### config.mk
export PLATFORM = sky130hd
export DESIGN_NAME = loadStoreUnit
export DESIGN_NICKNAME = d
export VERILOG_FILES = /design/src/logic/memTypesPkg.sv /design/src/logic/byteCollector.sv /design/src/logic/loadStoreUnit.sv
export VERILOG_INCLUDE_DIRS = /design/src /design/src/logic
export SDC_FILE = /design/constraint.sdc
export NUM_CORES = 1
export LEC_CHECK = 0
export BUFFER_PORTS_ARGS = -buffer_cell sky130_fd_sc_hd__buf_2
export CORE_MARGIN = 4
export CORE_UTILIZATION = 44
export DETAILED_ROUTE_END_ITERATION = 12
export PLACE_DENSITY_LB_ADDON = 0.05
export SLEW_MARGIN = 20
export SYNTH_ARGS = -nofsm -noshare
export SYNTH_HDL_FRONTEND = slang
export SYNTH_SLANG_ARGS = --single-unit
### constraint.sdc
create_clock -name clk -period 2.97 [get_ports clk]
set_input_delay 0.7425 -clock clk [delete_from_list [all_inputs] [get_ports clk]]
set_output_delay 0.7425 -clock clk [all_outputs]
set_load 0.02 [all_outputs]
### src/logic/mem_defines.svh
`ifndef MEM_DEFINES_SVH
`define MEM_DEFINES_SVH

// byte address into main memory
`define MEM_ADDR_WIDTH 12

// RAM size in bytes
`define MEM_DEPTH 4096

// one instruction word is read as this many bytes
`define INST_BYTES 4

`endif

### src/logic/memTypesPkg.sv
`include "mem_defines.svh"

package memTypesPkg;

    typedef logic [`MEM_ADDR_WIDTH-1:0] addrT;

    typedef logic [7:0] byteT;

    typedef logic [31:0] instT;

    typedef logic [31:0] dataT;

    // 1, 2 or 4 bytes
    typedef enum logic [1:0] {
        LEN_BYTE = 2'd0,
        LEN_HALF = 2'd1,
        LEN_WORD = 2'd2
    } accessLenT;

    typedef enum logic {
        KIND_LOAD  = 1'b0,
        KIND_STORE = 1'b1
    } accessKindT;

endpackage

### src/logic/byteCollector.sv
`timescale 1ns/1ns

module byteCollector import memTypesPkg::*; #(
    parameter type payloadT = dataT
) (
    input  logic       clk,
    input  logic       rst,
    input  logic       clear,
    input  logic       capture,
    input  logic [1:0] byteIndex,
    input  byteT       inByte,
    output payloadT    payload
);

    // lanes never written stay zero, so short loads come out zero-extended
    always_ff @(posedge clk) begin
        if (rst || clear) begin
            payload <= '0;
        end else if (capture) begin
            // little-endian, lane 0 is the lowest address
            payload[{byteIndex, 3'b000} +: 8] <= inByte;
        end
    end

endmodule

### src/logic/loadStoreUnit.sv
`timescale 1ns/1ns

module loadStoreUnit import memTypesPkg::*; (
    input  logic       clk,
    input  logic       rst,
    input  logic       dataReq,
    input  accessKindT dataKind,
    input  accessLenT  dataLen,
    input  addrT       dataAddr,
    input  dataT       dataWdata,
    output logic       dataAck,
    output dataT       dataRdata,
    output logic       busReq,
    input  logic       step,
    output addrT       reqAddr,
    output logic       reqWrite,
    output byteT       reqWdata,
    input  byteT       ramRdata
);

    logic [1:0] byteCnt;
    logic [1:0] lastIndex;
    logic       busy;
    logic       readPending;
    logic       start;
    logic       lastStep;

    // index of the final byte of the access
    always_comb begin
        case (dataLen)
            LEN_BYTE: lastIndex = 2'd0;
            LEN_HALF: lastIndex = 2'd1;
            default:  lastIndex = 2'd3;
        endcase
    end

    assign start = dataReq && !busy && !dataAck;
    assign lastStep = step && (byteCnt == lastIndex);
    assign reqAddr = dataAddr + addrT'(byteCnt);
    assign reqWrite = (dataKind == KIND_STORE);
    assign reqWdata = dataWdata[{byteCnt, 3'b000} +: 8];

    always_ff @(posedge clk) begin
        if (rst) begin
            busy        <= 1'b0;
            busReq      <= 1'b0;
            byteCnt     <= 2'd0;
            readPending <= 1'b0;
            dataAck     <= 1'b0;
        end else begin
            readPending <= step && !reqWrite;

            if (start) begin
                busy    <= 1'b1;
                busReq  <= 1'b1;
                byteCnt <= 2'd0;
            end else if (busReq && step) begin
                byteCnt <= byteCnt + 2'd1;
                if (lastStep) begin
                    busReq <= 1'b0;
                end
            end

            // stores finish on the last write, loads one cycle later
            if (lastStep && reqWrite) begin
                busy    <= 1'b0;
                dataAck <= 1'b1;
            end else if (busy && !busReq && readPending) begin
                busy    <= 1'b0;
                dataAck <= 1'b1;
            end else if (dataAck && !dataReq) begin
                dataAck <= 1'b0;
            end
        end
    end

    byteCollector #(
        .payloadT(dataT)
    ) dataCollector_i (
        .clk      (clk),
        .rst      (rst),
        .clear    (start),
        .capture  (readPending),
        .byteIndex(byteCnt - 2'd1),
        .inByte   (ramRdata),
        .payload  (dataRdata)
    );

endmodule

==> out/metrics.yaml <==
status: "completed"
ys_seq_area_share_pct: 37.12
ys_warn_count: 0
hold_viol: 0
crit_type: "input port to primary output"
drive_gt1_share_pct: 47.91
startpoint_type: "input port"
clock_latency_ns: 0.29
port_buffers: 113
synth-compound-area-share_pct: 13.92
io_pins: 114
critPathSlowestCell: "fa_2"
maxCapViolCount: 0
rsz0062_at_grt: "false"
synth_top_family_by_area: "simple AND/OR/NAND/NOR gates"
cts_tree: "built"
final_cells: 363
cp_cell_sequence: "buf_2 > ha_1 > inv_1 > fa_2 > nor2b_2 > and4_1 > nand3_1 > xnor2_1 > buf_4"
tightest_slew_ns: 0.5492
die_w_um: 76.25
routedWlPerCell_um: 14.98
p_leak_nw: 1.209
rr_worst_depth: 6
initial_utilization_pct: 46.11
htree_levels: 2
yosysTopAreaCellShare_pct: 37.12
relSlewSlack_pct: 63.18
drt-initial-drc-count: 55
setup_violations: 0
die_h_um: 76.25
grt_overflow_total: 0
ys.flop_type: "dfxtp_1"
skew_ns: 0.003647
clock_path_buffers: 2
postRouteAntennaNets: 0
dpl.hpwl_um: 4241
first_pass_iters: 4
first_global_vias: 1808
antenna_found_initial: 0
cts_root_buf: "clkbuf_8"
netlist_area_mm2: 0.002049
via_per_inst: 5.237
r2r-end: "dataCollector_i.payload[28]"
fillers: 405
ys_ff_latch: 38
cp_max_fo: 2
synthTopCellsByCount: "38 x dfxtp_1, 32 x a22oi_1, 24 x nor2_1"
slew_viol_final: 0
synthMuxAreaShare_pct: 9.707
vias: 1901
synth_top_cell_by_area: "dfxtp_1"
synth_cells: 194
totalWireLength_um: 5436
drc_errors: 0
grt_max_degree: 35
synth_area_leaders: "dfxtp_1 37%, a22oi_1 12%, mux4_1 6.4%, nor2_4 6.0%, nor2_1 4.4%"
layout.nets: 377
max_freq_mhz: 348.7
async_reset_ff_share_pct: 0
cts_hold_buf: 0
min_path_cells: 2
timing.hold.ws_ns: 0.4909
core_mm2: 0.004444
synthSimpleGateAreaFrac_pct: 23.50
placed_cells: 355
min_path_type: "flop to flop"
num_antenna_cells: 0
syn-num-nets: 261
worstReg2RegStart: "byteCnt[0]"
avgSynthCellArea_um2: 10.56
rrSetupSlack_ns: 0.89
grt_pass1_wl_um: 9045
worstHoldEndpoint: "dataAck"
period_share_pct: 96.55
synth_fa_ha_area_share_pct: 5.250
powerDensity_mw_per_mm2: 399.0
worstPathArrival_ns: 2.12
yosysMostFrequentCell: "dfxtp_1"
synth.distinct_cells: 35
synth_edf_count: 0
dieArea_mm2: 0.005814
row_count: 24
synthXorXnorAreaFrac_pct: 5.128
peakVddDrop_uv: 330.8
place_congestion: 0.7140
cts_buffers: 5
path_clk_slew_ns: 0.07
fin_crit_ns: 2.867
min_from: "dataAck"
dpl_cell_area_mm2: 0.002626
slowest_delay_ns: 0.35
worstPathRequired_ns: 2.23
post-route-cell-area_mm2: 0.002725
end_kind: "primary output"
groute.usage.overall_pct: 18.83
clock-sinks: 38
area_delta_synth_final_pct: 32.97
==> final cells by class <==
class                      count  area, µm²  share of cell area (%)
multi-input combinational    141       1184                   43.43
sequential                    38      760.7                   27.92
timing repair buffer         117      598.1                   21.95
clock buffer                   7      86.33                   3.168
tap                           52      65.06                   2.388
inverter                       7      26.28                  0.9642
clock inverter                 1      5.005                  0.1837
==> cell usage in the layout, fill, tap and decap left out, types with 2 or more instances in the layout <==
cell type  netlist  final
nand4_1          3      3
nand3_1          4      4
a22oi_1         32     32
ha_1             7      7
nand2_2          2      2
dfxtp_1         38     38
buf_2            0    112
xnor2_1          8      8
mux4_1           5      5
xor2_1           4      4
nor2_1          24     24
mux4_2           3      3
nor2_4          11     11
nand2_1         10     10
clkbuf_8         0      6
buf_4            2      5
nor2b_1         12     11
a21oi_1          2      2
inv_1            6      6
==> worst max-delay path: cells and delay by family <==
family / cells / cell delay [ns]
xor+xnor: 1 / 0.13
fa+ha+maj: 2 / 0.50
buf+inv: 3 / 0.30
simple gates: 3 / 0.44
==> per-stage QoR <==
stage | TNS (ns) | utilization, % | worst slack [ns] | total power, W
4_1_cts | 0 | 61.21 | 0.0004146 | 0.001100
6_report | 0 | 61.32 | 0.1025 | 0.001087
3_3_place_gp | 0 | 59.09 | 0.01236 | 0.0007347
2_1_floorplan | 0 | - | 0.02440 | 0.0006641
5_1_grt | 0 | 61.32 | 0.004366 | 0.001144
3_5_place_dp | -0.007204 | 59.09 | -0.007204 | 0.0007358
==> power breakdown <==
| group | internal (W) | total, W | switching (W) |
|---|---|---|---|
| Sequential | 0.000516 | 0.000523 | 0.00000631 |
| Combinational | 0.0000843 | 0.000201 | 0.000116 |
| Clock | 0.000187 | 0.000364 | 0.000177 |
==> registers in the layout, indices dropped and copies added (netlist names) <==
| name | cells |
|---|---|
| byteCnt | 2 |
| dataAck | 1 |
| busy | 1 |
| readPending | 1 |
| dataCollector_i.payload | 32 |
| busReq | 1 |
==> how the worst max path moves through the flow <==
| stage | start | to | slack (ns) | depth (start not counted) |
|---|---|---|---|---|
| 2_1_floorplan | dataAddr[0] | reqAddr[8] | 0.02 | 7 |
| 3_3_place_gp | dataAddr[0] | reqAddr[8] | 0.01 | 9 |
| 3_5_place_dp | dataAddr[0] | reqAddr[8] | -0.007 | 9 |
| 4_1_cts | dataAddr[0] | reqAddr[8] | 0.0004 | 9 |
| 5_1_grt | dataAddr[0] | reqAddr[8] | 0.004 | 9 |
| 6_report | dataAddr[0] | reqAddr[8] | 0.10 | 9 |
==> cell families after synthesis <==
kind of cell	count (synthesis)
mux	8
xor+xnor	12
buf+inv	15
compound gates	38
fa+ha+maj	8
flops	38
simple gates	75
==> timing repair <==
action                                 4_1_cts  5_1_grt
endpoints found under the hold margin        0        0
setup endpoints to repair                    1        3
gates resized for setup                      1        2
pin swaps                                    0        1
buffers inserted                             0        0
==> routing by layer <==
metal | share of wire (%) | wire length [µm] | track usage (%) | vias to the layer above
met1 | 43 | 2317 | 23.40 | 880
met3 | 10 | 550 | 7.447 | 6
met5 | 0 | 0 | 0 | -
met4 | 1.0 | 55 | 4.891 | 0
li1 | - | - | - | 929
met2 | 46 | 2512 | 30.40 | 86
(Power assumes the default switching activity.)
