--- src/logic/mem_defines.svh ---
`ifndef MEM_DEFINES_SVH
`define MEM_DEFINES_SVH

// byte address into main memory
`define MEM_ADDR_WIDTH 12

// RAM size in bytes
`define MEM_DEPTH 4096

// one instruction word is read as this many bytes
`define INST_BYTES 4

`endif

--- src/logic/memTypesPkg.sv ---
`include "mem_defines.svh"

package memTypesPkg;

    typedef logic [`MEM_ADDR_WIDTH-1:0] addrT;

    typedef logic [7:0] byteT;

    typedef logic [31:0] instT;

    typedef logic [31:0] dataT;

    // 1, 2 or 4 bytes
    typedef enum logic [1:0] {
        LEN_BYTE = 2'd0,
        LEN_HALF = 2'd1,
        LEN_WORD = 2'd2
    } accessLenT;

    typedef enum logic {
        KIND_LOAD  = 1'b0,
        KIND_STORE = 1'b1
    } accessKindT;

endpackage

--- src/logic/arbTypesPkg.sv ---
package arbTypesPkg;

    // who holds the single RAM port
    typedef enum logic [1:0] {
        OWNER_NONE  = 2'd0,
        OWNER_FETCH = 2'd1,
        OWNER_DATA  = 2'd2
    } ownerT;

endpackage

--- src/logic/memArbiter.sv ---
`timescale 1ns/1ns

module memArbiter import memTypesPkg::*, arbTypesPkg::*; (
    input  logic clk,
    input  logic rst,
    input  logic stall,
    input  logic fetchBusReq,
    input  addrT fetchAddr,
    input  logic dataBusReq,
    input  addrT dataAddr,
    input  logic dataWrite,
    input  byteT dataWdata,
    output logic fetchStep,
    output logic dataStep,
    output addrT ramAddr,
    output logic ramWrite,
    output byteT ramWdata
);

    ownerT owner;

    // grant held until the owner lets go of busReq
    always_ff @(posedge clk) begin
        if (rst) begin
            owner <= OWNER_NONE;
        end else begin
            case (owner)
                OWNER_NONE: begin
                    // data side wins a tie
                    if (dataBusReq) begin
                        owner <= OWNER_DATA;
                    end else if (fetchBusReq) begin
                        owner <= OWNER_FETCH;
                    end
                end
                OWNER_FETCH: begin
                    if (!fetchBusReq) begin
                        owner <= OWNER_NONE;
                    end
                end
                OWNER_DATA: begin
                    if (!dataBusReq) begin
                        owner <= OWNER_NONE;
                    end
                end
                default: owner <= OWNER_NONE;
            endcase
        end
    end

    // no byte moves while stalled
    assign fetchStep = (owner == OWNER_FETCH) && fetchBusReq && !stall;
    assign dataStep = (owner == OWNER_DATA) && dataBusReq && !stall;

    assign ramAddr = (owner == OWNER_DATA) ? dataAddr : fetchAddr;
    assign ramWdata = (owner == OWNER_DATA) ? dataWdata : '0;
    assign ramWrite = dataStep && dataWrite;

endmodule

--- config.mk ---
export PLATFORM = sky130hd
export DESIGN_NAME = memArbiter
export DESIGN_NICKNAME = d
export VERILOG_FILES = /design/src/logic/memTypesPkg.sv /design/src/logic/arbTypesPkg.sv /design/src/logic/memArbiter.sv
export VERILOG_INCLUDE_DIRS = /design/src /design/src/logic
export SDC_FILE = /design/constraint.sdc
export NUM_CORES = 1
export LEC_CHECK = 0
export ABC_CLOCK_PERIOD_IN_PS = 1000
export BUFFER_PORTS_ARGS = -buffer_cell sky130_fd_sc_hd__buf_2
export CAP_MARGIN = 20
export CELL_PAD_IN_SITES_DETAIL_PLACEMENT = 2
export CELL_PAD_IN_SITES_GLOBAL_PLACEMENT = 2
export CORE_UTILIZATION = 10
export CTS_BUF_LIST = sky130_fd_sc_hd__clkbuf_8
export CTS_CLUSTER_SIZE = 25
export DETAILED_ROUTE_END_ITERATION = 10
export GPL_ROUTABILITY_DRIVEN = 1
export GPL_TIMING_DRIVEN = 0
export PLACE_DENSITY = 0.79
export SYNTH_ARGS = -nofsm -noshare
export SYNTH_HDL_FRONTEND = slang
export SYNTH_SLANG_ARGS = --single-unit
export TNS_END_PERCENT = 100
--- constraint.sdc ---
create_clock -name clk -period 1 [get_ports clk]
set_input_delay 0.15 -clock clk [delete_from_list [all_inputs] [get_ports clk]]
set_output_delay 0.15 -clock clk [all_outputs]
set_load 0.1 [all_outputs]
==> Flow_metrics.wiki, run 1 <==
{| class="wikitable"
! Metric !! Value
|-
| Cell accounting for the most synthesized area || mux2_4
|-
| Post-route total power || 0.001339 W
|-
| Number of distinct standard cells referenced by the synthesized netlist || 12
|-
| First-pass GRT wire length || 2835 µm
|-
| Period Utilization, post-route || 1.492
|-
| Die ar. || 0.003640 mm²
|-
| Leading cell types by total area after synthesis || mux2_4 40%, and2_1 15%, dfxtp_1 12%
|-
| Flip-flop count of the largest register, all copies and words added || 2
|-
| Later-pin clock latency in the skew report || 210 ps
|-
| Number of design-rule violations left by the first detailed-router iteration || 11
|-
| Largest register by flop count || owner
|-
| Worst setup slack after layout || -492.3 ps
|-
| Number of top-level design ports || 61
|-
| Transition time at the pin with the least slew margin || 215.2 ps
|-
| Biggest regs || owner: 2 flops
|-
| Cell-by-cell listing of the critical path || nand2b_4, clkbuf_16, mux2_4, buf_12
|-
| Core area || 0.003128 mm²
|-
| Outcome || complete, but fails checks
|-
| Cell area after technology mapping || 340.3 µm²
|-
| Net total in the final layout || 141
|-
| Max incr delay on CP || 380 ps
|-
| Tmin final || 1492 ps
|-
| Fraction of layout instances using a drive strength above 1 || 0.9703
|-
| Via Count || 538
|-
| Switching pwr || 0.0006112 W
|-
| Number of placed cells counting well taps || 135
|-
| Drc violations || 0
|-
| Vertical die dimension || 60.34 µm
|-
| Cell at the root of the clock tree || clkbuf_8
|-
| Clock tree from TritonCTS || built
|-
| Violations in the final reports || setup timing
|-
| Die X || 60.34 µm
|-
| Crit Path Max Fanout || 5
|-
| Number of global-route vias before repair || 626
|-
| Commonest non-fill, non-tap cell in the layout || buf_2
|-
| Kind of critical path || flop to output pin
|-
| Data required time at the worst endpoint || 850 ps
|-
| Synth warnings || 0
|-
| Standard-cell rows || 20
|-
| Critical path launch point type || flop
|-
| Final global-route overflow total || 0
|-
| Sink count of the clock tree || 2
|-
| Leak || 0.6163 nW
|-
| TNS Setup || -10300 ps
|-
| Fraction of synthesized cell area taken by the top area cell type || 0.3971
|-
| IO Port Bufs || 60
|-
| Number of diodes || 0
|-
| Top library cells by usage in the layout, fill and taps aside || 37 x buf_2, 23 x buf_12, 12 x mux2_4
|-
| Post-synthesis cell count || 31
|-
| Count of nets left with antenna violations after detail routing || 0
|-
| Finish-stage setup viols || 23
|-
| Int Pwr || 0.0007277 W
|-
| Final weighted congestion in routability-driven placement || 0.6674
|-
| Max H-tree Level || 1
|-
| Pins Over Slew Limit || 0
|-
| Hold Fails Final Rpt || 0
|-
| Syn-to-layout area delta || 258.8%
|-
| Antenna violations before repair || 0
|-
| RSZ-0062 raised after global routing || yes
|-
| Post-synthesis average cell area || 10.98 µm²
|-
| Endpoint type of the worst setup path || output pin
|-
| WL/cell || 13.51 µm
|-
| Clock group share of total power || 0.235
|-
| Number of non-filler instances in the completed layout || 145
|-
| Sequential element share of the synthesized area || 0.1176
|-
| Global-route total usage across every layer || 0.1098
|-
| Largest net degree at the start of global routing || 11
|-
| Master of the slowest instance on the critical path || dfxtp_4
|-
| Worst EP arrival || 1340 ps
|-
| Clock Skews || 1.904 ps
|-
| Max-slew headroom at the worst pin || 0.8545
|-
| Switching share of power || 0.4565
|-
| Power density of the placed cells || 1096 mW/mm²
|-
| Starting Density || 0.1088
|-
| Hold/Removal Path Class || primary input to flop
|-
| First-pass DRT Iterations || 3
|-
| Synthesized Nets || 69
|-
| Peak Freq || 670.1 MHz
|-
| Part of the total power dissipated in sequential elements || 0.068
|-
| Detailed-route wire length || 1959 µm
|-
| Number of buffers between clock root and the deepest sink || 2
|-
| Vias per cell || 3.710
|-
| Maximum vdd ir drop || 0.9255 mV
|-
| Combinational share of power || 0.698
|-
| Filler cells || 329
|-
| Number of buffers created by CTS || 3
|-
| Seq cells post-synth || 2
|-
| Number of max-cap violations || 0
|-
| CTS clk-pin slew, worst paths || 30 ps
|}
==> per-layer routing <==
layer | part of all wire | track usage
met1 | 0.30 | 0.09219
met5 | 0 | 0
met3 | 0.073 | 0.02132
met2 | 0.61 | 0.2370
met4 | 0.015 | 0.04983
==> worst max-delay path, delay by kind of cell (launching register included) <==
kind / cells / cell delay (ps)
buffers and inverters: 2 / 340
and+or+nand+nor: 1 / 100
DFF: 1 / 380
muxes: 1 / 310
==> per-stage QoR <==
step	util	hold slack, ps	worst slack (ps)	instance area (µm²)
floorplan	-	214.2	-613.7	397.9
global placement	0.2408	319.1	-418.7	753.2
detailed placement	0.2408	321.8	-449.2	753.2
CTS	0.3736	109.4	-512.2	1169
global route	0.3904	115.9	-536.2	1221
finish	0.3904	109.0	-492.3	1221
==> kinds of logic after synthesis <==
logic type	Yosys count	synth area share
buffers and inverters	1	0.03309
DFF	2	0.1177
muxes	12	0.4963
and+or+nand+nor	16	0.3530
==> power by group through the flow <==
stage	sequential, W	combinational, W	clock (W)
after floorplan	0.0000918	0.000549	0
after global placement	0.0000926	0.000672	0
after detailed placement	0.0000933	0.000682	0
after CTS	0.0000920	0.000904	0.000321
after global routing	0.0000913	0.000964	0.000336
final	0.0000905	0.000934	0.000314
==> repair_timing <==
action / CTS / global route
setup buffers: 3 / 2
hold buffers: 0 / 0
resized for setup: 93 / 3
setup endpoints to repair: 23 / 23
gates cloned: 1 / 1
pin swaps: 2 / 0
==> layout make-up <==
| cell class | count | area, µm² | share of cell area |
|---|---|---|---|
| buffer | 1 | 20.02 | 0.01639 |
| clock buffer | 3 | 41.29 | 0.03381 |
| multi-input combinational | 29 | 360.3 | 0.2951 |
| sequential | 2 | 45.04 | 0.03689 |
| tap | 44 | 55.05 | 0.04508 |
| timing repair buffer | 66 | 699.4 | 0.5727 |
==> worst paths after layout <==
| check | cells past startpoint | from | slack, ps | endpoint |
|---|---|---|---|---|
| setup / recovery | 4 | owner[1] | -490 | ramAddr[3] |
| hold reg to reg | 1 | owner[1] | 480 | owner[0] |
| setup reg to reg | 3 | owner[0] | 190 | owner[1] |
| hold / removal | 2 | rst | 110 | owner[1] |
==> cells in the mapped netlist (all sizes together) <==
cell	count
and4b	1
nor3b	1
dfxtp	2
nor4bb	1
nor4b	1
nand2b	1
and2b	1
nor2b	2
buf	1
mux2	12
and2	8
Note: power is estimated with default switching activity, not from simulation.
==> run 2, diff against run 1 <==
Settings changed: SKIP_CTS_REPAIR_TIMING from default to 1.
==> Flow_metrics.wiki, run 2 (synthesized netlist as in run 1, its figures left out) <==
{| class="wikitable"
! Metric !! Value
|-
| Vertical die dimension || 60.34 µm (unchanged)
|-
| Switching pwr || 0.0006035 W (-1.3%)
|-
| Final global-route overflow total || 0 (unchanged)
|-
| Fraction of layout instances using a drive strength above 1 || 0.9694 (about the same)
|-
| Global-route total usage across every layer || 0.08503 (-0.02480)
|-
| Maximum vdd ir drop || 0.9155 mV (-1.1%)
|-
| Tmin final || 1503 ps (+10.54 ps)
|-
| Peak Freq || 665.4 MHz (-0.70%)
|-
| Leak || 0.5840 nW (-5.2%)
|-
| RSZ-0062 raised after global routing || yes
|-
| Max H-tree Level || 1 (unchanged)
|-
| Worst EP arrival || 1350 ps (about the same)
|-
| Power density of the placed cells || 1122 mW/mm² (+2.3%)
|-
| Startpoint of the tightest hold check path || rst
|-
| Crit Path Max Fanout || 10 (+5)
|-
| Top library cells by usage in the layout, fill and taps aside || 37 x buf_2, 22 x buf_12, 11 x mux2_4
|-
| Transition time at the pin with the least slew margin || 215.2 ps (-0.003219 ps)
|-
| Kind of critical path || flop to output pin
|-
| Sink count of the clock tree || 2 (unchanged)
|-
| Pins Over Slew Limit || 0 (unchanged)
|-
| Number of top-level design ports || 61 (unchanged)
|-
| Design area || 0.001169 mm² (-4.3%)
|-
| Final weighted congestion in routability-driven placement || 0.6674 (unchanged)
|-
| Number of diodes || 0 (unchanged)
|-
| First-pass GRT wire length || 2242 µm (-21%)
|-
| Starting Density || 0.1088 (unchanged)
|-
| Die X || 60.34 µm (unchanged)
|-
| Detailed-route wire length || 1865 µm (-4.8%)
|-
| Biggest regs || owner: 2 flops
|-
| Largest net degree at the start of global routing || 11 (unchanged)
|-
| Combinational share of power || 0.691 (-0.007)
|-
| Vias per cell || 3.739 (+0.78%)
|-
| Worst R2R Start || owner[1]
|-
| Cell at the root of the clock tree || clkbuf_8
|-
| Commonest non-fill, non-tap cell in the layout || buf_2
|-
| First-pass DRT Iterations || 2 (-1)
|-
| Via Count || 531 (-1.3%)
|-
| Int Pwr || 0.0007078 W (-2.7%)
|-
| Drc violations || 0 (unchanged)
|-
| Syn-to-layout area delta || 243.4%
|-
| Part of the total power dissipated in sequential elements || 0.069 (about the same)
|-
| Die ar. || 0.003640 mm² (unchanged)
|-
| Core area || 0.003128 mm² (unchanged)
|-
| Placed inst area || 753.2 µm² (unchanged)
|-
| WL/cell || 13.13 µm (-2.8%)
|-
| Worst setup slack after layout || -502.8 ps (-10.54 ps)
|-
| Antenna violations before repair || 0 (unchanged)
|-
| Endpoint type of the worst setup path || output pin
|-
| Critical path launch point || owner[0]
|-
| Clock Skews || 1.944 ps (+0.03972 ps)
|-
| Count of nets left with antenna violations after detail routing || 0 (unchanged)
|-
| Post-route total power || 0.001311 W (-2.1%)
|-
| Violations in the final reports || setup timing
|-
| Clock group share of total power || 0.240 (+0.005)
|-
| Clock tree from TritonCTS || built
|-
| Net total in the final layout || 138 (-2.1%)
|-
| Hold/Removal Path Class || primary input to flop
|-
| Flip-flop count of the largest register, all copies and words added || 2 (unchanged)
|-
| Finish-stage setup viols || 23 (unchanged)
|-
| Later-pin clock latency in the skew report || 210 ps (about the same)
|-
| Standard-cell rows || 20 (unchanged)
|-
| Hold Fails Final Rpt || 0 (unchanged)
|-
| IO Port Bufs || 60 (unchanged)
|-
| Max-slew headroom at the worst pin || 0.8545 (about the same)
|-
| Outcome || complete, but fails checks
|-
| Number of buffers created by CTS || 3 (unchanged)
|-
| Number of design-rule violations left by the first detailed-router iteration || 4 (-7)
|-
| CTS clk-pin slew, worst paths || 30 ps (about the same)
|-
| Number of buffers between clock root and the deepest sink || 2 (unchanged)
|-
| Switching share of power || 0.4602 (+0.003740)
|-
| Largest register by flop count || owner
|-
| Period Utilization, post-route || 1.503 (+0.01054)
|-
| Place WS || -449.2 ps (unchanged)
|-
| Number of global-route vias before repair || 559 (-11%)
|-
| Number of max-cap violations || 0 (unchanged)
|-
| Number of non-filler instances in the completed layout || 142 (-2.1%)
|-
| Data required time at the worst endpoint || 850 ps (about the same)
|-
| Critical path launch point type || flop
|-
| Number of placed cells counting well taps || 135 (unchanged)
|-
| Filler cells || 334 (+1.5%)
|}
## run 2: layer usage
layer,vias up,share of wire,track usage,wire [µm]
li1,247,-,-,-
met2,38,0.61,0.1837,1138
met3,4,0.10,0.01706,190
met1,242,0.27,0.06658,507
met4,0,0.016,0.04983,29
met5,-,0,0,0
## run 2: worst paths after layout
path                                    to  slack, ps  cells past startpoint
worst max-delay path            ramAddr[6]       -500                      4
worst min-delay path              owner[1]        110                      2
worst max register to register    owner[0]        280                      1
worst min register to register    owner[0]        470                      1
## run 2: area by class of cell
type                    count  area, µm²  share of cell area
clock buffers               3      41.29             0.03533
well taps                  44      55.05             0.04711
flip-flops and latches      2      45.04             0.03854
multi-input cells          28      349.1              0.2987
plain buffers               1      20.02             0.01713
repair buffers             64      658.1              0.5632
## run 2: critical path, cell delays in order (launching register included)
cell	delay, ps
dfxtp_2	330
nand2b_4	160
buf_12	150
mux2_4	320
buf_12	170
## run 2: stage by stage
stage	TNS [ps]	utilization	hold WS (ps)
floorplan	-4436	-	214.2
global placement	-8092	0.2408	319.1
detailed placement	-8604	0.2408	321.8
CTS	-13750	0.2540	111.4
global route	-10480	0.3736	115.9
finish	-9659	0.3736	109.1
## run 2: power by group through the flow
stage | registers (W) | logic [W] | clock network, W
floorplan | 0.0000918 | 0.000549 | 0
global placement | 0.0000926 | 0.000672 | 0
CTS | 0.0000925 | 0.000683 | 0.000321
detailed placement | 0.0000933 | 0.000682 | 0
global route | 0.0000916 | 0.000934 | 0.000336
finish | 0.0000909 | 0.000906 | 0.000314
