===== src/logic/mem_defines.svh =====
`ifndef MEM_DEFINES_SVH
`define MEM_DEFINES_SVH

// byte address into main memory
`define MEM_ADDR_WIDTH 12

// RAM size in bytes
`define MEM_DEPTH 4096

// one instruction word is read as this many bytes
`define INST_BYTES 4

`endif


===== src/logic/memTypesPkg.sv =====
`include "mem_defines.svh"

package memTypesPkg;

    typedef logic [`MEM_ADDR_WIDTH-1:0] addrT;

    typedef logic [7:0] byteT;

    typedef logic [31:0] instT;

    typedef logic [31:0] dataT;

    // 1, 2 or 4 bytes
    typedef enum logic [1:0] {
        LEN_BYTE = 2'd0,
        LEN_HALF = 2'd1,
        LEN_WORD = 2'd2
    } accessLenT;

    typedef enum logic {
        KIND_LOAD  = 1'b0,
        KIND_STORE = 1'b1
    } accessKindT;

endpackage


===== src/logic/byteCollector.sv =====
`timescale 1ns/1ns

module byteCollector import memTypesPkg::*; #(
    parameter type payloadT = dataT
) (
    input  logic       clk,
    input  logic       rst,
    input  logic       clear,
    input  logic       capture,
    input  logic [1:0] byteIndex,
    input  byteT       inByte,
    output payloadT    payload
);

    // lanes never written stay zero, so short loads come out zero-extended
    always_ff @(posedge clk) begin
        if (rst || clear) begin
            payload <= '0;
        end else if (capture) begin
            // little-endian, lane 0 is the lowest address
            payload[{byteIndex, 3'b000} +: 8] <= inByte;
        end
    end

endmodule


===== src/logic/fetchUnit.sv =====
`timescale 1ns/1ns
`include "mem_defines.svh"

module fetchUnit import memTypesPkg::*; (
    input  logic clk,
    input  logic rst,
    input  logic fetchReq,
    input  addrT fetchAddr,
    output logic fetchAck,
    output instT fetchInst,
    output logic busReq,
    input  logic step,
    output addrT reqAddr,
    input  byteT ramRdata
);

    logic [1:0] byteCnt;
    logic       busy;
    logic       readPending;
    logic       start;
    logic       lastStep;

    // new request only once the previous ack has dropped
    assign start = fetchReq && !busy && !fetchAck;
    assign lastStep = step && (byteCnt == 2'(`INST_BYTES - 1));
    assign reqAddr = fetchAddr + addrT'(byteCnt);

    always_ff @(posedge clk) begin
        if (rst) begin
            busy        <= 1'b0;
            busReq      <= 1'b0;
            byteCnt     <= 2'd0;
            readPending <= 1'b0;
            fetchAck    <= 1'b0;
        end else begin
            // RAM answers one cycle after the read step
            readPending <= step;

            if (start) begin
                busy    <= 1'b1;
                busReq  <= 1'b1;
                byteCnt <= 2'd0;
            end else if (busReq && step) begin
                byteCnt <= byteCnt + 2'd1;
                if (lastStep) begin
                    busReq <= 1'b0;
                end
            end

            // last byte lands in the collector on this edge
            if (busy && !busReq && readPending) begin
                busy     <= 1'b0;
                fetchAck <= 1'b1;
            end else if (fetchAck && !fetchReq) begin
                fetchAck <= 1'b0;
            end
        end
    end

    byteCollector #(
        .payloadT(instT)
    ) instCollector_i (
        .clk      (clk),
        .rst      (rst),
        .clear    (start),
        .capture  (readPending),
        .byteIndex(byteCnt - 2'd1),
        .inByte   (ramRdata),
        .payload  (fetchInst)
    );

endmodule


===== config.mk =====
export PLATFORM = sky130hd
export DESIGN_NAME = fetchUnit
export DESIGN_NICKNAME = d
export VERILOG_FILES = /design/src/logic/memTypesPkg.sv /design/src/logic/byteCollector.sv /design/src/logic/fetchUnit.sv
export VERILOG_INCLUDE_DIRS = /design/src /design/src/logic
export SDC_FILE = /design/constraint.sdc
export NUM_CORES = 1
export LEC_CHECK = 0
export BUFFER_PORTS_ARGS = -buffer_cell sky130_fd_sc_hd__buf_2
export CORE_MARGIN = 3
export CORE_UTILIZATION = 51
export DETAILED_ROUTE_END_ITERATION = 12
export PLACE_DENSITY = 0.83
export SYNTH_ARGS = -nofsm -noshare
export SYNTH_HDL_FRONTEND = slang
export SYNTH_SLANG_ARGS = --single-unit

===== constraint.sdc =====
create_clock -name clk -period 3.45 [get_ports clk]
set_clock_uncertainty 0.1 [all_clocks]
set_input_delay 0.5175 -clock clk [delete_from_list [all_inputs] [get_ports clk]]
set_output_delay 0.5175 -clock clk [all_outputs]
set_load 0.01 [all_outputs]

==> tab_implementation.tex, run 1 <==
\begin{tabular}{lr}
\hline
Metric & Value \\
\hline
\multicolumn{2}{l}{\textbf{Drt}} \\
\quad Via count & 1614 \\
\quad Wire length per cell after detailed routing & 13.0 um \\
\quad Number of nets with antenna violations after routing & 0 \\
\quad TritonRoute pass-1 iters & 4 \\
\quad Total wirelength of the detailed-routed design & 3950 um \\
\quad Remaining routing DRC violations & 0 \\
\quad Detailed router's first-iteration violation count & approximately 110 \\
\quad Vias per cell & 5.29 \\
\multicolumn{2}{l}{\textbf{Yosys}} \\
\quad Top area cells in the synthesized netlist & dfxtp\_1 (43\%), a22oi\_1 (9.8\%), nor2\_1 (7.3\%), xnor2\_1 (5.5\%), ha\_1 (5.0\%) \\
\quad Synthesized netlist cell count & 193 \\
\quad Register area share after synthesis & between 40 and 50\% \\
\quad Mean Syn Cell Area & 9.10 sq um \\
\quad Cell variety after synth & 29 \\
\quad Top-area cell type share of the netlist area & between 40\% and 50\% \\
\quad Simple-gate share of the synthesized area & between 20\% and 30\% \\
\quad Net count after synthesis & 225 \\
\quad Yosys warns & 0 \\
\quad Cell type with the highest aggregate area in the netlist & dfxtp\_1 \\
\quad Main combinational cell family by area after synthesis & simple AND/OR/NAND/NOR gates \\
\quad Post-synthesis xor/xnor area fraction & 5.48\% \\
\quad Share of synthesized cell area in full adder, half adder and majority cells & $\sim$6.1\% \\
\quad Mux share of post-synthesis cell area & 0\% \\
\quad Number of flip-flops and latches in the synthesized netlist & 38 \\
\quad Area of the mapped netlist & 1760 sq um \\
\quad Number of synthesized flops with an enable pin & 0 \\
\quad Commonest register cell after synthesis & dfxtp\_1 \\
\quad Share of flip-flops with an asynchronous set or reset after synthesis & 0\% \\
\quad Compound-Gate Fraction of Synth Area & roughly 16\% \\
\multicolumn{2}{l}{\textbf{STA}} \\
\quad Pins over their slew limit & 0 \\
\quad Slack of the critical path & 0.600 ns \\
\quad Final total negative setup slack & 0 ns \\
\quad Min Hold Slack & between 0.2 and 0.3 ns \\
\quad Final-report hold violation count & 0 \\
\quad Final cycle utilization of the critical path & a little over 80\% \\
\quad Slew at the pin closest to its max-slew limit & 0.510 ns \\
\quad Maximum clock rate & 0.351 GHz \\
\quad Final period demand of the worst path & 2.85 ns \\
\quad Setup repair after global routing missed its margin & no \\
\quad Number of endpoints failing setup at the final stage & 0 \\
\quad Slew HR & between 60\% and 70\% \\
\multicolumn{2}{l}{\textbf{Job}} \\
\quad Max\_cap viols & 0 \\
\multicolumn{2}{l}{\textbf{GRT}} \\
\quad Total global-route track usage & between 15 and 20\% \\
\quad Largest net degree at the start of global routing & 35 \\
\quad Congestion Overflow GR & 0 \\
\quad First-pass GRT wire length & approximately 6600 um \\
\quad Via count of the first global-routing pass & 1459 \\
\quad Initial antenna violation count & 0 \\
\multicolumn{2}{l}{\textbf{Layout}} \\
\quad Post-route non-filler standard cell count & 305 \\
\quad Final design instance area without fill & 2170 sq um \\
\quad Number of filler instances in the final layout & $\sim$270 \\
\quad Fraction of layout cells with a size suffix above 1 & 29.5\% \\
\quad Multi-input gate area in the final layout & $\sim$900 sq um \\
\quad Sequential Area & 761 sq um \\
\quad Area growth syn-to-layout & 23.3\% \\
\quad Core Util, Final & 68.1\% \\
\quad Ant. Diodes & 0 \\
\quad Net count of the finished layout & 292 \\
\multicolumn{2}{l}{\textbf{Worst hold path}} \\
\quad Worst min-delay path endpoint & fetchAck\$\_SDFFE\_PP0P\_ \\
\quad Startpoint of the worst hold path & rst \\
\quad Worst min-delay path category & in2reg \\
\quad Cell depth of the worst min-delay path & 2 \\
\multicolumn{2}{l}{\textbf{Critical path}} \\
\quad Destination of the worst register-to-register timing path & instCollector\_i.payload[22]\$\_SDFFE\_PP0P\_ \\
\quad FF-to-FF Start & byteCnt[0]\$\_SDFFE\_PP0P\_ \\
\quad CP endpoint kind & primary output \\
\quad Data arrival at the endpoint of the critical path & 2.23 ns \\
\quad Critical-path maximum fanout & 10 \\
\quad Setup CP Type & reg2out \\
\quad Register-to-Register Setup Slack & around 1.6 ns \\
\quad Register-to-Register Path Depth & 5 \\
\quad Crit path launch type & flip-flop \\
\quad Required time of the critical path & 2.83 ns \\
\multicolumn{2}{l}{\textbf{Clock tree}} \\
\quad Number of levels in the clock H-tree & 2 \\
\quad Clock latency at the later pin of the worst-skew pair & 0.33 ns \\
\quad Number of sinks driven by the clock tree & 38 \\
\quad Number of buffers on the longest clock path & 2 \\
\quad CTS-repair resized insts & 0 \\
\quad Cell at the root of the clock tree & clkbuf\_4 \\
\quad CTS tree & yes \\
\quad Clock buffers created by TritonCTS & 5 \\
\quad Count of hold-fix buffers inserted at cts & 0 \\
\quad Clock-pin slew reported for the worst setup and hold paths after clock tree synthesis & $\sim$0.11 ns \\
\quad Post-CTS repair timing setup buffer count & 0 \\
\multicolumn{2}{l}{\textbf{Power and ir drop}} \\
\quad P per Cell Area & 387 nW/um\^{}2 \\
\quad Total Power Consumption & 0.838 mW \\
\quad Leakage & between 0.9 and 1 nW \\
\quad Peak ir drop on the vdd network & 0.000199 V \\
\multicolumn{2}{l}{\textbf{Place}} \\
\quad Worst slack after detailed placement & 0.936 ns \\
\quad Sum of net half-perimeters after detailed placement & 3060 um \\
\quad Placed standard-cell area & 2090 sq um \\
\quad Placed cell count & between 200 and 300 \\
\quad Final Wtd Congestion & around 0.78 \\
\quad Quantity of I/O buffers inserted on ports & 69 \\
\multicolumn{2}{l}{\textbf{Floorplanning}} \\
\quad Number of core rows & 20 \\
\quad Die X & 64.7 um \\
\quad Initial Util & approximately 55\% \\
\quad Core region area & approximately 3200 sq um \\
\quad Total die area & about 4200 sq um \\
\quad Height of the die & 64.7 um \\
\quad Number of placed I/O pins & 70 \\
\multicolumn{2}{l}{\textbf{Status}} \\
\quad Outcome & finished, final reports clean \\
\hline
\end{tabular}
[area by class of cell]
class                      instances  area share, %
clock inverter                     1           1.39
sequential                        38           35.1
tap                               44           2.54
timing repair buffer              70           16.3
multi-input combinational        140           41.7
inverter                           5          0.867
clock buffer                       7           2.08
[synth_stat cells, types with 2 or more instances]
| library cell | count |
|---|---|
| nand3_1 | 11 |
| a22oi_1 | 23 |
| nor2_1 | 34 |
| a2bb2oi_1 | 8 |
| inv_1 | 5 |
| xnor2_1 | 11 |
| and4b_1 | 2 |
| nor2b_1 | 10 |
| nand4_1 | 5 |
| and4_1 | 2 |
| clkbuf_2 | 2 |
| ha_1 | 7 |
| nand2_1 | 12 |
| a21oi_1 | 4 |
| buf_2 | 3 |
| buf_6 | 4 |
| dfxtp_1 | 38 |
[where the power goes]
group	internal [mW]	switching, mW
Clock	0.154	0.136
Sequential	0.445	0.00768
Combinational	0.0399	0.0552
Total	0.639	0.199
[registers in the layout (all words and copies together) (netlist names)]
register,cells
busy,1
byteCnt,2
fetchAck,1
instCollector_i.payload,32
readPending,1
busReq,1
[layout by cell type, fill, tap and decap left out, drive strengths merged, types with 2 or more instances in the layout]
master   netlist  layout
nand3         11      11
ha             7       7
nor2b         10      10
a22oi         23      23
xnor2         11      11
and4           2       2
buf            7      70
inv            5       5
nand2         12      12
and4b          2       2
nand4          5       5
a21oi          4       4
a2bb2oi        8       8
nor2          34      34
dfxtp         38      38
clkbuf         3       7
[worst max-delay path, cell delays in order, from the launching register on]
cell     delay (ns)
dfxtp_1        0.52
ha_1           0.24
inv_1          0.06
fa_1           0.39
and2b_1        0.27
nand4_1        0.13
xnor2_1        0.15
buf_2          0.15
[worst max path at each step]
stage	cells past startpoint	slack, ns	to	from
detailed placement	8	0.94	reqAddr[10]	fetchAddr[0]
floorplan	6	1.14	reqAddr[10]	fetchAddr[0]
global placement	8	0.97	reqAddr[10]	fetchAddr[0]
finish	7	0.60	reqAddr[10]	byteCnt[0]$_SDFFE_PP0P_
CTS	7	0.59	reqAddr[10]	byteCnt[0]$_SDFFE_PP0P_
global route	7	0.46	reqAddr[10]	byteCnt[0]$_SDFFE_PP0P_
[per-layer routing]
metal / GRT usage, % / part of all wire [%]
met2: 32.0 / 48
met3: 5.03 / 6.3
met4: 6.33 / 0.53
met5: 0 / 0
met1: 25.9 / 45
[cell families (layout without fill, tap and decap cells)]
family,after synthesis,after routing
compound gates,37,37
xor+xnor,11,11
fa+ha+maj,8,8
buf+inv,15,83
flops,38,38
simple gates,84,84
Power figures use the tool's default switching activity.
==> inputs of run 2 (changes only) <==
CORE_UTILIZATION = 48   (was 51)
PLACE_DENSITY = 0.79   (was 0.83)
clock period = 2.9 ns   (was 3.45 ns; I/O delays follow)
==> tab_implementation.tex, run 2 (synthesis gave the netlist of run 1 again) <==
\begin{tabular}{lr}
\hline
Metric & Value \\
\hline
\multicolumn{2}{l}{\textbf{Layout}} \\
\quad Largest Register & instCollector\_i.payload \\
\quad Sequential Area & 761 sq um \\
\quad Fraction of layout cells with a size suffix above 1 & around 30\% \\
\quad Post-route non-filler standard cell count & 307 \\
\quad Leading cell type in the layout, fill and taps excluded & buf\_2 \\
\quad Final design instance area without fill & 2230 sq um \\
\quad Largest registers in the final layout & instCollector\_i.payload: 32 flops, byteCnt: 2 flops \\
\quad Ant. Diodes & 0 \\
\quad Commonest cells after routing, fill and taps aside & buf\_2 (69), dfxtp\_1 (38), nor2\_1 (34) \\
\quad Area growth syn-to-layout & 27.0\% \\
\quad Multi-input gate area in the final layout & 903 sq um \\
\quad Net count of the finished layout & slightly below 300 \\
\quad Flip-flop count of the largest register, all copies and words added & 32 \\
\quad Number of filler instances in the final layout & just over 300 \\
\quad Core Util, Final & 64.8\% \\
\multicolumn{2}{l}{\textbf{Clock tree}} \\
\quad CTS tree & yes \\
\quad Number of sinks driven by the clock tree & 38 \\
\quad Clock latency at the later pin of the worst-skew pair & approximately 0.29 ns \\
\quad Clock-pin slew reported for the worst setup and hold paths after clock tree synthesis & 0.08 ns \\
\quad Post-CTS repair timing setup buffer count & 0 \\
\quad Number of buffers on the longest clock path & 2 \\
\quad Clock buffers created by TritonCTS & 5 \\
\quad Cell at the root of the clock tree & clkbuf\_8 \\
\quad Count of hold-fix buffers inserted at cts & 0 \\
\quad CTS-repair resized insts & 0 \\
\quad Number of levels in the clock H-tree & 2 \\
\multicolumn{2}{l}{\textbf{Power and ir drop}} \\
\quad Total Power Consumption & 1.19 mW \\
\quad Cell internal power dissipation & between 0.9 and 1 mW \\
\quad Peak ir drop on the vdd network & $\sim$0.00038 V \\
\quad Combinational group share of total power & 9.5\% \\
\quad Net Sw Power & approximately 0.27 mW \\
\quad Part of the power in the clock network & 45.3\% \\
\quad Switching share of power & 22.7\% \\
\quad P per Cell Area & 535 nW/um\^{}2 \\
\quad Part of the total power dissipated in sequential elements & 45.2\% \\
\quad Leakage & 0.984 nW \\
\multicolumn{2}{l}{\textbf{STA}} \\
\quad Final total negative setup slack & 0 ns \\
\quad Min Hold Slack & 0.251 ns \\
\quad Final-report hold violation count & 0 \\
\quad Maximum clock rate & 0.370 GHz \\
\quad Slew at the pin closest to its max-slew limit & 0.489 ns \\
\quad Slack of the critical path & 0.196 ns \\
\quad Final cycle utilization of the critical path & 93.2\% \\
\quad Pins over their slew limit & 0 \\
\quad Final period demand of the worst path & 2.70 ns \\
\quad Slew HR & 67.3\% \\
\quad Setup repair after global routing missed its margin & no \\
\quad Number of endpoints failing setup at the final stage & 0 \\
\multicolumn{2}{l}{\textbf{GRT}} \\
\quad Largest net degree at the start of global routing & 35 \\
\quad Congestion Overflow GR & 0 \\
\quad Total global-route track usage & 18.7\% \\
\quad Initial antenna violation count & 0 \\
\quad First-pass GRT wire length & 6420 um \\
\quad Via count of the first global-routing pass & approximately 1500 \\
\multicolumn{2}{l}{\textbf{Drt}} \\
\quad Vias per cell & 5.34 \\
\quad Remaining routing DRC violations & 0 \\
\quad Total wirelength of the detailed-routed design & 4000 um \\
\quad Number of nets with antenna violations after routing & 0 \\
\quad Via count & 1639 \\
\quad TritonRoute pass-1 iters & 4 \\
\quad Wire length per cell after detailed routing & 13.0 um \\
\quad Detailed router's first-iteration violation count & 139 \\
\multicolumn{2}{l}{\textbf{Worst hold path}} \\
\quad Startpoint of the worst hold path & rst \\
\quad Worst min-delay path endpoint & fetchAck\$\_SDFFE\_PP0P\_ \\
\quad Worst min-delay path category & in2reg \\
\quad Cell depth of the worst min-delay path & 2 \\
\multicolumn{2}{l}{\textbf{Critical path}} \\
\quad Destination of the worst register-to-register timing path & instCollector\_i.payload[21]\$\_SDFFE\_PP0P\_ \\
\quad Register-to-Register Setup Slack & 1.00 ns \\
\quad CP endpoint kind & primary output \\
\quad Data arrival at the endpoint of the critical path & around 2.2 ns \\
\quad Required time of the critical path & 2.37 ns \\
\quad Register-to-Register Path Depth & 5 \\
\quad FF-to-FF Start & byteCnt[0]\$\_SDFFE\_PP0P\_ \\
\quad Setup CP Type & reg2out \\
\quad Crit path launch type & flip-flop \\
\quad Critical-path maximum fanout & 10 \\
\multicolumn{2}{l}{\textbf{Floorplanning}} \\
\quad Total die area & 4420 sq um \\
\quad Number of placed I/O pins & 70 \\
\quad Initial Util & 51.0\% \\
\quad Height of the die & $\sim$66 um \\
\quad Number of core rows & 21 \\
\quad Die X & 66.5 um \\
\quad Core region area & approximately 3400 sq um \\
\multicolumn{2}{l}{\textbf{Place}} \\
\quad Quantity of I/O buffers inserted on ports & between 60 and 70 \\
\quad Worst slack after detailed placement & 0.524 ns \\
\quad Final Wtd Congestion & 0.718 \\
\quad Placed cell count & 299 \\
\quad Placed standard-cell area & 2090 sq um \\
\quad Sum of net half-perimeters after detailed placement & $\sim$3000 um \\
\multicolumn{2}{l}{\textbf{Job}} \\
\quad Max\_cap viols & 0 \\
\multicolumn{2}{l}{\textbf{Status}} \\
\quad Outcome & finished, final reports clean \\
\hline
\end{tabular}
-- run 2: cell types whose count changed in the layout (fill, tap and decap cells not counted) --
cell       previous run  this run
clkinv_4              0         1
clkbuf_1              2         0
clkbuf_4              5         0
clkbuf_8              0         5
bufinv_16             1         2
-- run 2: worst max-delay path, cell delays in order, from the launching register on --
cell	delay, ns
dfxtp_1	0.49
ha_1	0.23
inv_1	0.05
fa_1	0.38
and2b_1	0.27
nand4_1	0.14
xnor2_1	0.16
buf_2	0.15
-- run 2: layout make-up --
class	count	share of cell area, %
Clock inverter	3	3.08
Timing Repair Buffer	70	15.8
Clock buffer	5	3.08
Multi-Input combinational cell	140	40.5
Sequential cell	38	34.1
Tap cell	46	2.58
Inverter	5	0.841
-- run 2: routing by layer --
| metal | GRT usage [%] | vias up | share of wire [%] |
|---|---|---|---|
| met1 | 20.9 | 769 | 42 |
| li1 | - | 813 | - |
| met2 | 33.2 | 52 | 50 |
| met5 | 0 | - | 0 |
| met3 | 5.40 | 5 | 7.4 |
| met4 | 6.85 | 0 | 0.87 |
-- run 2: worst max-delay path by stage --
stage,start,to,slack [ns],depth (start not counted)
after global routing,byteCnt[0]$_SDFFE_PP0P_,reqAddr[8],0.02,7
after detailed placement,byteCnt[0]$_SDFFE_PP0P_,reqAddr[10],0.52,7
after CTS,byteCnt[0]$_SDFFE_PP0P_,reqAddr[10],0.19,7
final,byteCnt[0]$_SDFFE_PP0P_,reqAddr[10],0.20,7
after global placement,byteCnt[0]$_SDFFE_PP0P_,reqAddr[8],0.57,7
after floorplan,byteCnt[0]$_SDFFE_PP0P_,reqAddr[10],0.71,6
-- run 2: power groups by stage --
| stage | Combinational (mW) | Sequential [mW] | Clock [mW] |
|---|---|---|---|
| floorplan | 0.0726 | 0.551 | 0 |
| global placement | 0.112 | 0.550 | 0 |
| detailed placement | 0.114 | 0.551 | 0 |
| CTS | 0.114 | 0.538 | 0.550 |
| global route | 0.126 | 0.540 | 0.575 |
| finish | 0.113 | 0.539 | 0.541 |
